### config.mk
export PLATFORM = sky130hd
export DESIGN_NAME = nibble_datapath_top
export DESIGN_NICKNAME = d
export VERILOG_FILES = /design/src/cpu_types_pkg.sv /design/src/nibble_datapath_top.sv /design/src/alu.sv /design/src/regs.sv /design/src/microcode_sequencer.sv
export SDC_FILE = /design/constraint.sdc
export NUM_CORES = 1
export LEC_CHECK = 0
export ABC_AREA = 0
export BUFFER_PORTS_ARGS = -buffer_cell sky130_fd_sc_hd__buf_4
export CAP_MARGIN = 25
export CORE_UTILIZATION = 60
export CTS_BUF_LIST = sky130_fd_sc_hd__clkbuf_4 sky130_fd_sc_hd__clkbuf_8
export CTS_CLUSTER_DIAMETER = 80
export CTS_CLUSTER_SIZE = 40
export DETAILED_ROUTE_END_ITERATION = 6
export PLACE_DENSITY = 0.91
export SYNTH_ARGS = -nofsm -noshare
export SYNTH_HDL_FRONTEND = slang
export SYNTH_SLANG_ARGS = --single-unit
export TNS_END_PERCENT = 10
### constraint.sdc
create_clock -name clk -period 6.5 [get_ports clk]
set_input_delay 1.3 -clock clk [delete_from_list [all_inputs] [get_ports clk]]
set_output_delay 1.3 -clock clk [all_outputs]
set_load 0.005 [all_outputs]
### src/cpu_types_pkg.sv
`default_nettype none

package cpu_types_pkg;

  localparam int nibble_width = 4;
  localparam int addr_width   = 12;

  // ----------------------------------------------------------------------
  // Bus sources and destinations
  // ----------------------------------------------------------------------
  typedef enum logic [4:0] {
    REG_A,
    REG_B,
    REG_TEMPA,
    REG_TEMPB,
    REG_XL,
    REG_XH,
    REG_XP,
    REG_YL,
    REG_YH,
    REG_YP,
    REG_SPL,
    REG_SPH,
    REG_MX,
    REG_MY,
    REG_MSP,
    REG_MN,
    REG_IMM,
    REG_ALU,
    REG_NONE
  } reg_type;

  // Phase of the current microinstruction
  typedef enum logic [1:0] {
    CYCLE_NONE,
    CYCLE_FETCH,
    CYCLE_WRITE
  } microcode_cycle;

  typedef enum logic [2:0] {
    ALU_ADD,
    ALU_SUB,
    ALU_AND,
    ALU_OR,
    ALU_XOR
  } alu_op_type;

endpackage

`default_nettype wire
### src/nibble_datapath_top.sv
`default_nettype none

module nibble_datapath_top
  import cpu_types_pkg::*;
(
  input  logic                    clk,
  input  logic                    arst_n,
  input  logic                    start,
  input  reg_type                 src,
  input  reg_type                 dst,
  input  logic [nibble_width-1:0] immed,
  input  alu_op_type              alu_op,
  input  logic [nibble_width-1:0] mem_read_data,
  output logic                    busy,
  output logic                    done,
  output logic                    carry,
  output logic                    mem_write_en,
  output logic [addr_width-1:0]   mem_addr,
  output logic [nibble_width-1:0] mem_write_data
);

  microcode_cycle          current_cycle;
  logic [nibble_width-1:0] temp_a;
  logic [nibble_width-1:0] temp_b;
  logic [nibble_width-1:0] alu_result;

  // ----------------------------------------------------------------------
  // Sequencer
  // ----------------------------------------------------------------------
  microcode_sequencer microcode_sequencer_inst (
    .clk           (clk),
    .arst_n        (arst_n),
    .start         (start),
    .current_cycle (current_cycle),
    .busy          (busy),
    .done          (done)
  );

  // ----------------------------------------------------------------------
  // Register block and ALU
  // ----------------------------------------------------------------------
  regs regs_inst (
    .clk            (clk),
    .arst_n         (arst_n),
    .current_cycle  (current_cycle),
    .src            (src),
    .dst            (dst),
    .immed          (immed),
    .alu_result     (alu_result),
    .mem_read_data  (mem_read_data),
    .temp_a         (temp_a),
    .temp_b         (temp_b),
    .mem_write_en   (mem_write_en),
    .mem_addr       (mem_addr),
    .mem_write_data (mem_write_data)
  );

  alu alu_inst (
    .clk           (clk),
    .arst_n        (arst_n),
    .current_cycle (current_cycle),
    .src           (src),
    .alu_op        (alu_op),
    .temp_a        (temp_a),
    .temp_b        (temp_b),
    .alu_result    (alu_result),
    .carry         (carry)
  );

endmodule

`default_nettype wire

### src/alu.sv
`default_nettype none

module alu
  import cpu_types_pkg::*;
(
  input  logic                    clk,
  input  logic                    arst_n,
  input  microcode_cycle          current_cycle,
  input  reg_type                 src,
  input  alu_op_type              alu_op,
  input  logic [nibble_width-1:0] temp_a,
  input  logic [nibble_width-1:0] temp_b,
  output logic [nibble_width-1:0] alu_result,
  output logic                    carry
);

  // Extra top bit holds carry out or borrow
  logic [nibble_width:0] wide_result;
  logic                  carry_next;

  always_comb begin
    case (alu_op)
      ALU_ADD: wide_result = {1'b0, temp_a} + {1'b0, temp_b};
      ALU_SUB: wide_result = {1'b0, temp_a} - {1'b0, temp_b};
      ALU_AND: wide_result = {1'b0, temp_a & temp_b};
      ALU_OR:  wide_result = {1'b0, temp_a | temp_b};
      ALU_XOR: wide_result = {1'b0, temp_a ^ temp_b};
      default: wide_result = '0;
    endcase
  end

  assign alu_result = wide_result[nibble_width-1:0];
  assign carry_next = wide_result[nibble_width];

  // Flag only changes when the result is consumed
  always_ff @(posedge clk or negedge arst_n) begin
    if (!arst_n) begin
      carry <= 1'b0;
    end else if (current_cycle == CYCLE_WRITE && src == REG_ALU) begin
      carry <= carry_next;
    end
  end

  // Only defined opcodes may feed a consumed result
  assert property (@(posedge clk) disable iff (!arst_n)
    (current_cycle == CYCLE_WRITE && src == REG_ALU) |->
      alu_op inside {ALU_ADD, ALU_SUB, ALU_AND, ALU_OR, ALU_XOR});

endmodule

`default_nettype wire

### src/regs.sv
`default_nettype none

module regs
  import cpu_types_pkg::*;
(
  input  logic                    clk,
  input  logic                    arst_n,
  input  microcode_cycle          current_cycle,
  input  reg_type                 src,
  input  reg_type                 dst,
  input  logic [nibble_width-1:0] immed,
  input  logic [nibble_width-1:0] alu_result,
  input  logic [nibble_width-1:0] mem_read_data,
  output logic [nibble_width-1:0] temp_a,
  output logic [nibble_width-1:0] temp_b,
  output logic                    mem_write_en,
  output logic [addr_width-1:0]   mem_addr,
  output logic [nibble_width-1:0] mem_write_data
);

  localparam int sp_width = 2 * nibble_width;

  logic [nibble_width-1:0] reg_a;
  logic [nibble_width-1:0] reg_b;
  logic [addr_width-1:0]   ptr_x;
  logic [addr_width-1:0]   ptr_y;
  logic [sp_width-1:0]     ptr_sp;
  logic [addr_width-1:0]   mem_addr_q;
  logic [nibble_width-1:0] bus;
  logic [addr_width-1:0]   fetch_addr;
  logic                    fetch_active;
  reg_type                 mem_sel;

  function automatic logic is_mem(reg_type sel);
    return sel inside {REG_MX, REG_MY, REG_MSP, REG_MN};
  endfunction

  // ----------------------------------------------------------------------
  // Bus source mux
  // ----------------------------------------------------------------------
  always_comb begin
    case (src)
      REG_A:     bus = reg_a;
      REG_B:     bus = reg_b;
      REG_TEMPA: bus = temp_a;
      REG_TEMPB: bus = temp_b;
      REG_XL:    bus = ptr_x[0 +: nibble_width];
      REG_XH:    bus = ptr_x[nibble_width +: nibble_width];
      REG_XP:    bus = ptr_x[2*nibble_width +: nibble_width];
      REG_YL:    bus = ptr_y[0 +: nibble_width];
      REG_YH:    bus = ptr_y[nibble_width +: nibble_width];
      REG_YP:    bus = ptr_y[2*nibble_width +: nibble_width];
      REG_SPL:   bus = ptr_sp[0 +: nibble_width];
      REG_SPH:   bus = ptr_sp[nibble_width +: nibble_width];
      REG_MX, REG_MY, REG_MSP, REG_MN: bus = mem_read_data;
      REG_IMM:   bus = immed;
      REG_ALU:   bus = alu_result;
      default:   bus = '0;
    endcase
  end

  // ----------------------------------------------------------------------
  // Memory address generation
  // ----------------------------------------------------------------------
  // Source operand wins when both are memory
  assign mem_sel      = is_mem(src) ? src : dst;
  assign fetch_active = (current_cycle == CYCLE_FETCH) && (is_mem(src) || is_mem(dst));

  always_comb begin
    case (mem_sel)
      REG_MX:  fetch_addr = ptr_x;
      REG_MY:  fetch_addr = ptr_y;
      REG_MSP: fetch_addr = {{(addr_width-sp_width){1'b0}}, ptr_sp};
      default: fetch_addr = {{(addr_width-nibble_width){1'b0}}, immed};
    endcase
  end

  // Address is live during fetch, then held for the write cycle
  always_ff @(posedge clk or negedge arst_n) begin
    if (!arst_n) begin
      mem_addr_q <= '0;
    end else if (fetch_active) begin
      mem_addr_q <= fetch_addr;
    end
  end

  assign mem_addr       = fetch_active ? fetch_addr : mem_addr_q;
  assign mem_write_en   = (current_cycle == CYCLE_WRITE) && is_mem(dst);
  assign mem_write_data = bus;

  // ----------------------------------------------------------------------
  // Destination write
  // ----------------------------------------------------------------------
  always_ff @(posedge clk or negedge arst_n) begin
    if (!arst_n) begin
      reg_a  <= '0;
      reg_b  <= '0;
      temp_a <= '0;
      temp_b <= '0;
      ptr_x  <= '0;
      ptr_y  <= '0;
      ptr_sp <= '0;
    end else if (current_cycle == CYCLE_WRITE) begin
      case (dst)
        REG_A:     reg_a <= bus;
        REG_B:     reg_b <= bus;
        REG_TEMPA: temp_a <= bus;
        REG_TEMPB: temp_b <= bus;
        REG_XL:    ptr_x[0 +: nibble_width] <= bus;
        REG_XH:    ptr_x[nibble_width +: nibble_width] <= bus;
        REG_XP:    ptr_x[2*nibble_width +: nibble_width] <= bus;
        REG_YL:    ptr_y[0 +: nibble_width] <= bus;
        REG_YH:    ptr_y[nibble_width +: nibble_width] <= bus;
        REG_YP:    ptr_y[2*nibble_width +: nibble_width] <= bus;
        REG_SPL:   ptr_sp[0 +: nibble_width] <= bus;
        REG_SPH:   ptr_sp[nibble_width +: nibble_width] <= bus;
        // Memory destinations go out through mem_write_en
        default: ;
      endcase
    end
  end

  // No memory to memory moves while a microinstruction runs
  assert property (@(posedge clk) disable iff (!arst_n)
    (current_cycle != CYCLE_NONE) |-> !(is_mem(src) && is_mem(dst)));

  // A write always follows a fetch of the same microinstruction
  assert property (@(posedge clk) disable iff (!arst_n)
    mem_write_en |-> (current_cycle == CYCLE_WRITE) && ($past(current_cycle) == CYCLE_FETCH));

endmodule

`default_nettype wire

### src/microcode_sequencer.sv
`default_nettype none

module microcode_sequencer
  import cpu_types_pkg::*;
(
  input  logic           clk,
  input  logic           arst_n,
  input  logic           start,
  output microcode_cycle current_cycle,
  output logic           busy,
  output logic           done
);

  microcode_cycle state;
  microcode_cycle state_next;

  always_comb begin
    state_next = state;
    case (state)
      CYCLE_NONE: begin
        // Start is ignored unless idle
        if (start) begin
          state_next = CYCLE_FETCH;
        end
      end
      CYCLE_FETCH: state_next = CYCLE_WRITE;
      CYCLE_WRITE: state_next = CYCLE_NONE;
      default:     state_next = CYCLE_NONE;
    endcase
  end

  always_ff @(posedge clk or negedge arst_n) begin
    if (!arst_n) begin
      state <= CYCLE_NONE;
    end else begin
      state <= state_next;
    end
  end

  assign current_cycle = state;
  assign busy          = (state != CYCLE_NONE);
  assign done          = (state == CYCLE_WRITE);

  // Encoding 2'b11 is never reached
  assert property (@(posedge clk) disable iff (!arst_n)
    state inside {CYCLE_NONE, CYCLE_FETCH, CYCLE_WRITE});

endmodule

`default_nettype wire

Yosys cells after proc, flatten, opt, wreduce, memory -nomap -nowiden --
Cells that the tools add are included.
Cells by class: bitwise gates (word level) 3, multiplexer cells 7, reductions and logical operators 24, equal/unequal tests 42, add/sub/neg operators 2
Operators by type and width (count):
- $eq A5 B4 Y1 const B | 19
- $pmux W4 S15 | 1
- $eq A5 B3 Y1 const B | 8
- $pmux W12 S3 | 1
- $pmux W5 S5 | 1
- $reduce_and A2 Y1 | 12
- $eq A5 B2 Y1 const B | 4
- $mux W12 | 1
- $eq A5 B1 Y1 const B | 2
- $eq A5 B5 Y1 const B | 2
- $logic_not A5 Y1 | 2
- $reduce_bool A4 Y1 | 2
- $eq A3 B2 Y1 const B | 2
- $add A4 B4 Y5 | 1
- $mux W5 | 1
- $sub A4 B4 Y5 | 1
- $and A4 B4 Y4 | 1
- $or A4 B4 Y4 | 1
- $pmux W2 S2 | 1
- $reduce_or A4 Y1 | 1
- $xor A4 B4 Y4 | 1
- $eq A3 B1 Y1 const B | 1
- $eq A3 B3 Y1 const B | 1
- $logic_and A1 B1 Y1 | 3
- other kinds (8) | 8
Word-level totals: word-level logic and storage cells 93, input bits 24, output and inout port bits 20, register bits after elaboration 63

Longest topological paths before layout --
Gate-level depths: netlist of the first run.
depth in word-level cells 6, depth in mapped cells 13, gate-level depth less buffers 11

Hierarchy --
Synthesis of the first run repeated with hierarchy kept, for this count alone.
Second synthesis, totals: cells, all modules 368, area, all modules 4055.1 um2
Modules (own cells, without submodules):
- regs | seq. area each 1501.4 um2, cells an instance 290, times used 1, area each 3387.0 um2
- alu | seq. area each 25.0 um2, cells an instance 72, times used 1, area each 589.3 um2
- microcode_sequencer | seq. area each 50.0 um2, cells an instance 6, times used 1, area each 78.8 um2

Least setup slack after synthesis of the first run --
No wires, ideal clock.
path kind input to output, start point input port alu_op[2], end point output port mem_write_data[3], buffers on the path 2, required time 5200 ps, arrival 3486 ps, stages 12, path slack 1714 ps, cell sequence clkbuf_1 nor2_1 nand2_1 o21ai_0 inv_1 ha_1 nand2b_1 a21oi_1 xor2_1 a2111oi_2 buf_2 nand2_1
Between the ends: longest elaborated chain between the ends 3, elaborated cells between the ends (all ways) 7, classes of those cells 4 x eq/ne; 2 x mux; 1 x reduce/logical
Ends and longest elaborated chain:
- from (decl) | RTL line nibble_datapath_top.sv:12 | input alu_op_type alu_op,
- $eq A3 B3 Y1, or another cell as far along | RTL line alu.sv:22 | case (alu_op)
- $pmux W5 S5 * | RTL line alu.sv:22
- $pmux W4 S15 * | RTL line regs.sv:42 | case (src)
- to (decl) | RTL line nibble_datapath_top.sv:19 | output logic [nibble_width-1:0] mem_write_data
Every way passes the cells marked *; elsewhere a longest branch is shown, timed or not.

Final worst setup path of the first run --
start point input port alu_op[2], end point output port mem_write_data[2]
Same word-level chain as after synthesis.

==> qor.txt, run 1 <==
Total Power Consumption - 1.07 mW
Synth-to-layout area growth - 13.5%
Warnings, synthesis - 0
Setup_tns - 0 ns
Cts repair resizes - 0
Final Core Density - 70.6%
HP Class - flop to flop
Synth Net Count - 435
CP Capture Type - output port
H-tree Lvls - 3
Number of fill cells - 491
FF+latch count, synth - 63
Total CTS buffers - 9
Routed Antenna Nets - 0
Area of the mapped netlist - 3970 µm²
First-pass GRT wire length - 18300 µm
Synthesized instance count - 397
Period utilisation layout - 78.9%
Drt via density - 6.86
Final setup violation count - 0
Prevailing post-synth register cell - dfrtp_1
Leak Pwr - 2.06 nW
Comb pwr share - 20.8%
Crit Path Class - primary input to output port
Root Driver - clkbuf_8
Clock power frac - 35.3%
GRT overflow - 0
Routed WL per cell - 22.2 µm
Part of the Yosys area used for sequential elements - 39.7%
Max IR drop VDD - 0.163 mV
Max Freq - 195 MHz
CP peak stage delay - 0.50 ns
Die area - 6950 µm²
Share of cells above drive strength 1 - 27.0%
Initial DRT Pass Iterations - 7
Clock sink count - 63
Max-cap violations - 0
Internal - 752 µW
# Post-CTS Setup Buffers - 0
Post-synth EDFFs - 0
Worst slack, placed - 1.41 ns
Initial antenna violation count - 0
Core area - 6390 µm²
Status - finished clean
Nets@finish - 470
Row Count - 29
Final worst setup slack - 1.37 ns
Pwr dens - 236 nW/µm²
Largest net degree at the start of global routing - 64
Number of global-route vias before repair - 3436
Worst slew pin tran - 0.879 ns
Ys async rst share - 100%
# port buffers - 43
Cell at the slowest stage of the critical path - fa_1
Cts hold-fix bufs - 0
# DRC - 0
Critical-path cell list - buf_4 -> nor2_1 -> nand2_1 -> nand2_1 -> o21ai_0 -> fa_1 -> xor2_1 -> nor3_1 -> o31ai_1 -> nand4_1 -> buf_4
Total vias in the final route - 3527
Syn avg cell area - 10.0 µm²
P_sw - 314 µW
Starting DRC count in detailed routing - 476
GRT Total Usage - 34.4%
Placer congestion estimate - 1.02
Sequential power share - 44.0%
Fin. max-slew vios - 0
TritonCTS clock tree - yes
Fin Hold WS - 0.516 ns
I/O pin cnt - 44
Ant diodes - 0
RSZ-0062 raised after global routing - false
Clock transition at the registers of the reported paths - 0.07 ns
DP HPWL - 8210 µm
Final Hold Fails - 0
Worst skew pair latency - 0.35 ns
Post-synthesis cell type count - 63
Layout Skew - 0.00823 ns
Net Sw Frac - 29.4%
Critical path arrival - 3.83 ns
Rel. slew slack - 41.2%
Maximum clock path buffer count - 2
Worst-path fanout max - 13
Chip height - 83.4 µm
Die span in x - 83.4 µm
CP startpoint kind - primary input
Starting Density - 62.2%
Min Tclk post-route - 5.13 ns
Worst path required time - 5.20 ns
Routed Wire Length - 11400 µm
-- area by class of cell --
| class | instances | area, µm² | area share, % |
|---|---|---|---|
| multi-input cells | 300 | 2240 | 49.6 |
| flip-flops and latches | 63 | 1580 | 35.0 |
| repair buffers | 44 | 330 | 7.33 |
| clock buffers | 10 | 131 | 2.91 |
| well taps | 77 | 96.3 | 2.14 |
| clock inverters | 6 | 83.8 | 1.86 |
| inverters | 14 | 52.6 | 1.17 |
-- power by group through the flow --
| stage | Clock (mW) | Combinational (mW) | Sequential, mW |
|---|---|---|---|
| finish | 0.376 | 0.222 | 0.469 |
| global route | 0.399 | 0.242 | 0.471 |
| CTS | 0.378 | 0.218 | 0.467 |
| detailed placement | 0 | 0.216 | 0.474 |
| global placement | 0 | 0.210 | 0.473 |
| floorplan | 0 | 0.138 | 0.459 |
-- synthesized netlist by cell type (all sizes together) (2+ instances only) --
cell type  instances  area (µm²)
nand3b             7        56.3
nand2             29         109
o31ai              3        27.5
a2111oi            3        51.3
nor3b              6        55.1
a32oi              6        52.6
nand2b             5        31.3
xnor2              3        26.3
mux2              40         454
mux2i             17         183
a31oi             10        62.6
and3               5        36.3
ha                13         163
o211ai             2        15.0
inv               14        52.6
a32o               2        20.0
buf               12        73.8
nand4              4        25.0
nand3             13        65.1
clkbuf             8        30.0
or2                2        12.5
nor2b              8        50.1
nor2              35         131
a21oi             29         145
a311o              3        30.0
dfrtp             63        1580
and3b              2        17.5
nor3               7        40.0
xor2               2        17.5
o21ai             16        80.1
or4                2        15.0
a22oi              6        45.0
nor4b              3        38.8
-- critical path, delay by kind of cell --
| kind | cells | cell delay [ns] |
|---|---|---|
| and+or+nand+nor | 5 | 0.98 |
| AOI/OAI and AO/OA | 2 | 0.41 |
| xor gates and xnor gates | 1 | 0.14 |
| buffers and inverters | 2 | 0.49 |
| adders and majority gates | 1 | 0.50 |
-- cell usage in the layout, fill, tap and decap left out, types with 6 or more instances in the layout --
cell and instances:
buf_4 44, a21oi_1 29, nand2_1 29, ha_1 13, o21ai_0 16, nor2b_1 8
clkbuf_8 9, inv_1 14, nor3_1 6, a32oi_1 6, mux2i_1 16, a22oi_1 6
nand3b_1 6, a31oi_1 10, dfrtp_1 63, nor2_1 35, mux2_2 39, nand3_1 13
-- state kept, by name, summed over array words and instances, names as in the netlist --
name,cells
regs_inst.reg_a,4
alu_inst.carry,1
regs_inst.temp_b,4
microcode_sequencer_inst.current_cycle,2
regs_inst.ptr_x,12
regs_inst.ptr_y,12
regs_inst.mem_addr_q,12
regs_inst.ptr_sp,8
regs_inst.temp_a,4
regs_inst.reg_b,4
-- final timing paths --
kind / start / endpoint / slack (ns) / depth (start not counted)
worst max-delay path: alu_op[2] / mem_write_data[2] / 1.37 / 11
worst min-delay path: regs_inst.reg_a[2]$_DFFE_PN0P_ / regs_inst.reg_a[2]$_DFFE_PN0P_ / 0.52 / 1
worst max register to register: regs_inst.temp_b[0]$_DFFE_PN0P_ / regs_inst.ptr_x[6]$_DFFE_PN0P_ / 3.40 / 10
worst min register to register: regs_inst.reg_a[2]$_DFFE_PN0P_ / regs_inst.reg_a[2]$_DFFE_PN0P_ / 0.52 / 1
max in group asynchronous: arst_n / regs_inst.temp_b[2]$_DFFE_PN0P_ / 4.96 / 1
min in group asynchronous: arst_n / regs_inst.temp_b[3]$_DFFE_PN0P_ / 1.02 / 1
-- layer usage --
layer | vias to the layer above | wire length [µm] | track usage (%)
met4 | 0 | 487 | 17.2
li1 | 1532 | - | -
met2 | 255 | 5090 | 50.4
met1 | 1677 | 4640 | 46.4
met5 | - | 0 | 0
met3 | 63 | 1160 | 10.2
-- metrics by stage --
stage          instances  cell area (µm²)
2_1_floorplan        397             3970
3_3_place_gp         498             4290
3_5_place_dp         498             4290
4_1_cts              514             4510
5_1_grt              514             4510
6_report             514             4510
-- cell families (layout without fill, tap and decap cells) --
kind of cell	count (synthesis)	in the layout	share of synthesized area (%)
xor+xnor	5	5	1.10
fa+ha+maj	14	14	4.60
mux	58	58	16.6
buf+inv	34	74	3.94
simple gates	135	135	18.8
compound gates	88	88	15.2
flops	63	63	39.7
Power figures use the tool's default switching activity.
==> inputs of run 2 (changes only) <==
Settings changed: CORE_UTILIZATION 60 to 55, PLACE_DENSITY 0.91 to 0.89.
Clock period 6.5 ns to 4.6 ns, I/O delays scaled along.
==> run 2 against run 1 <==
Compared with the run above: largest cell class unchanged; cell area increased by 1.1%; die area increased by 8.9%; sequential power increased by 40%; power increased by 37%; combinational power increased by 44%; cell count increased by 4.9%; sequential share of layout area decreased by 0.39 points; clock skew increased by 0.00076 ns; via count decreased by 1.2%; critical path depth increased by 1; global-route usage decreased by 2.0 points; first-iteration DRC count decreased by 2.3%.
==> qor.txt, run 2 (synthesis results as in run 1) <==
Status - finished clean (unchanged)
Drt via density - 6.47 (was 6.86)
# Post-CTS Setup Buffers - 0 (unchanged)
Biggest regs - regs_inst.mem_addr_q: 12 flops, regs_inst.ptr_x: 12 flops, regs_inst.ptr_y: 12 flops (unchanged)
CP startpoint kind - primary input (unchanged)
Worst slack, placed - 0.571 ns (was 1.41 ns)
Setup_tns - 0 ns (unchanged)
First-pass GRT wire length - 18100 µm (was 18300 µm)
GRT overflow - 0 (unchanged)
P_sw - 443 µW (was 314 µW)
Clock sink count - 63 (unchanged)
Core area - 6870 µm² (was 6390 µm²)
GRT Total Usage - 32.4% (was 34.4%)
Commonest non-fill, non-tap cells in the layout - dfrtp_1, buf_4, mux2_2 (unchanged)
Period utilisation layout - 88.0%
Routed Wire Length - 11400 µm (about the same)
I/O pin cnt - 44 (unchanged)
# DRC - 0 (unchanged)
Initial DRT Pass Iterations - 5 (was 7)
HP Class - flop to flop (unchanged)
Initial antenna violation count - 0 (unchanged)
Internal - 1.02 mW (was 752 µW)
Leak Pwr - 2.08 nW (was 2.06 nW)
Max-cap violations - 0 (unchanged)
RSZ-0062 raised after global routing - false (unchanged)
Worst skew pair latency - 0.35 ns (about the same)
Routed WL per cell - 21.2 µm (was 22.2 µm)
# port buffers - 43 (unchanged)
Net Sw Frac - 30.3% (was 29.4%)
Routed Antenna Nets - 0 (unchanged)
Clock power frac - 33.2% (was 35.3%)
Fin. max-slew vios - 0 (unchanged)
Design area - 4560 µm² (was 4510 µm²)
Min Tclk post-route - 4.05 ns
Die area - 7560 µm² (was 6950 µm²)
Ant diodes - 0 (unchanged)
Max Freq - 247 MHz
Largest net degree at the start of global routing - 64 (unchanged)
Total CTS buffers - 9 (unchanged)
Worst-path fanout max - 13 (unchanged)
Total Power Consumption - 1.46 mW (was 1.07 mW)
Max IR drop VDD - 0.207 mV (was 0.163 mV)
Layout Skew - 0.00899 ns (was 0.00823 ns)
CP Capture Type - output port (unchanged)
Sequential power share - 44.9% (was 44.0%)
Final setup violation count - 0 (unchanged)
Worst path required time - 3.68 ns (was 5.20 ns)
Starting DRC count in detailed routing - 465 (was 476)
Total vias in the final route - 3486 (was 3527)
Critical path arrival - 3.13 ns (was 3.83 ns)
Cts hold-fix bufs - 0 (unchanged)
Root Driver - clkbuf_8 (unchanged)
Cts repair resizes - 0 (unchanged)
Starting Density - 57.8% (was 62.2%)
Rel. slew slack - 42.4% (was 41.2%)
Placer congestion estimate - 0.928 (was 1.02)
DP HPWL - 8340 µm (was 8210 µm)
Clock transition at the registers of the reported paths - 0.07 ns (about the same)
Setup slack, reg-to-reg - 1.56 ns (was 3.40 ns)
Crit Path Class - primary input to output port (unchanged)
Area occupied by registers - 1580 µm² (unchanged)
Fin Hold WS - 0.508 ns (was 0.516 ns)
Number of fill cells - 558 (was 491)
H-tree Lvls - 3 (unchanged)
Worst slew pin tran - 0.862 ns (was 0.879 ns)
Pwr dens - 320 nW/µm² (was 236 nW/µm²)
Final worst setup slack - 0.554 ns (was 1.37 ns)
Dpl cell area - 4360 µm² (was 4290 µm²)
Row Count - 30 (was 29)
Final Hold Fails - 0 (unchanged)
Die span in x - 87.0 µm (was 83.4 µm)
TritonCTS clock tree - yes (unchanged)
Most common cell after layout, fill and taps aside - dfrtp_1 (unchanged)
Nets@finish - 476 (was 470)
Share of cells above drive strength 1 - 28.0% (was 27.0%)
Chip height - 87.0 µm (was 83.4 µm)
Synth-to-layout area growth - 14.8% (was 13.5%)
Number of global-route vias before repair - 3419 (was 3436)
Maximum clock path buffer count - 2 (unchanged)
Comb pwr share - 21.9% (was 20.8%)
Multi-input gate area - 2240 µm² (unchanged)
run 2: cell count changes in the layout (fill, tap and decap cells not counted):
| cell | delta |
|---|---|
| clkbuf_4 | +1 |
| clkinv_2 | -2 |
| clkinvlp_4 | +2 |
| bufinv_16 | -1 |
| inv_6 | -1 |
| buf_4 | +6 |
| clkinv_4 | +1 |
run 2: per-stage QoR:
| step | util, % | instances |
|---|---|---|
| after global routing | 66.4 | 539 |
| after global placement | 63.5 | 523 |
| after CTS | 66.4 | 539 |
| final | 66.4 | 539 |
| after detailed placement | 63.5 | 523 |
| after floorplan | - | 397 |
run 2: path summary, 6_finish.rpt:
check,endpoint,cells past startpoint,from
max,mem_write_data[3],12,alu_op[2]
min,regs_inst.reg_b[0]$_DFFE_PN0P_,1,regs_inst.reg_b[0]$_DFFE_PN0P_
max reg2reg,regs_inst.temp_a[2]$_DFFE_PN0P_,11,regs_inst.temp_b[0]$_DFFE_PN0P_
min in group asynchronous,regs_inst.temp_a[3]$_DFFE_PN0P_,1,arst_n
min reg2reg,regs_inst.reg_b[0]$_DFFE_PN0P_,1,regs_inst.reg_b[0]$_DFFE_PN0P_
max in group asynchronous,regs_inst.ptr_x[11]$_DFFE_PN0P_,1,arst_n
run 2: routing by layer:
metal,track usage (%),share of wire (%),up-vias
met5,0,0,-
met4,12.6,2.8,0
met3,6.82,7.7,35
met2,48.7,45,196
met1,45.8,45,1710
li1,-,-,1545
run 2: final cells by class:
| cell class | count | share of cell area [%] |
|---|---|---|
| repair buffers | 50 | 8.23 |
| multi-input cells | 300 | 49.1 |
| inverters | 14 | 1.15 |
| well taps | 96 | 2.63 |
| flip-flops and latches | 63 | 34.6 |
| clock buffers | 11 | 3.05 |
| clock inverters | 5 | 1.29 |
run 2: power by group through the flow:
stage	clock network, mW	registers (mW)	logic [mW]
after floorplan	0	0.649	0.195
after CTS	0.490	0.654	0.318
after detailed placement	0	0.665	0.316
final	0.486	0.656	0.320
after global placement	0	0.662	0.303
after global routing	0.512	0.661	0.352
run 2: worst max-delay path, stage by stage:
cell	delay, ns
buf_4	0.16
nor2_1	0.22
nand2_1	0.12
o21ai_0	0.36
inv_1	0.09
ha_1	0.28
nand2b_1	0.05
a21oi_1	0.15
xor2_1	0.10
a2111oi_2	0.43
nand2_1	0.10
buf_4	0.14
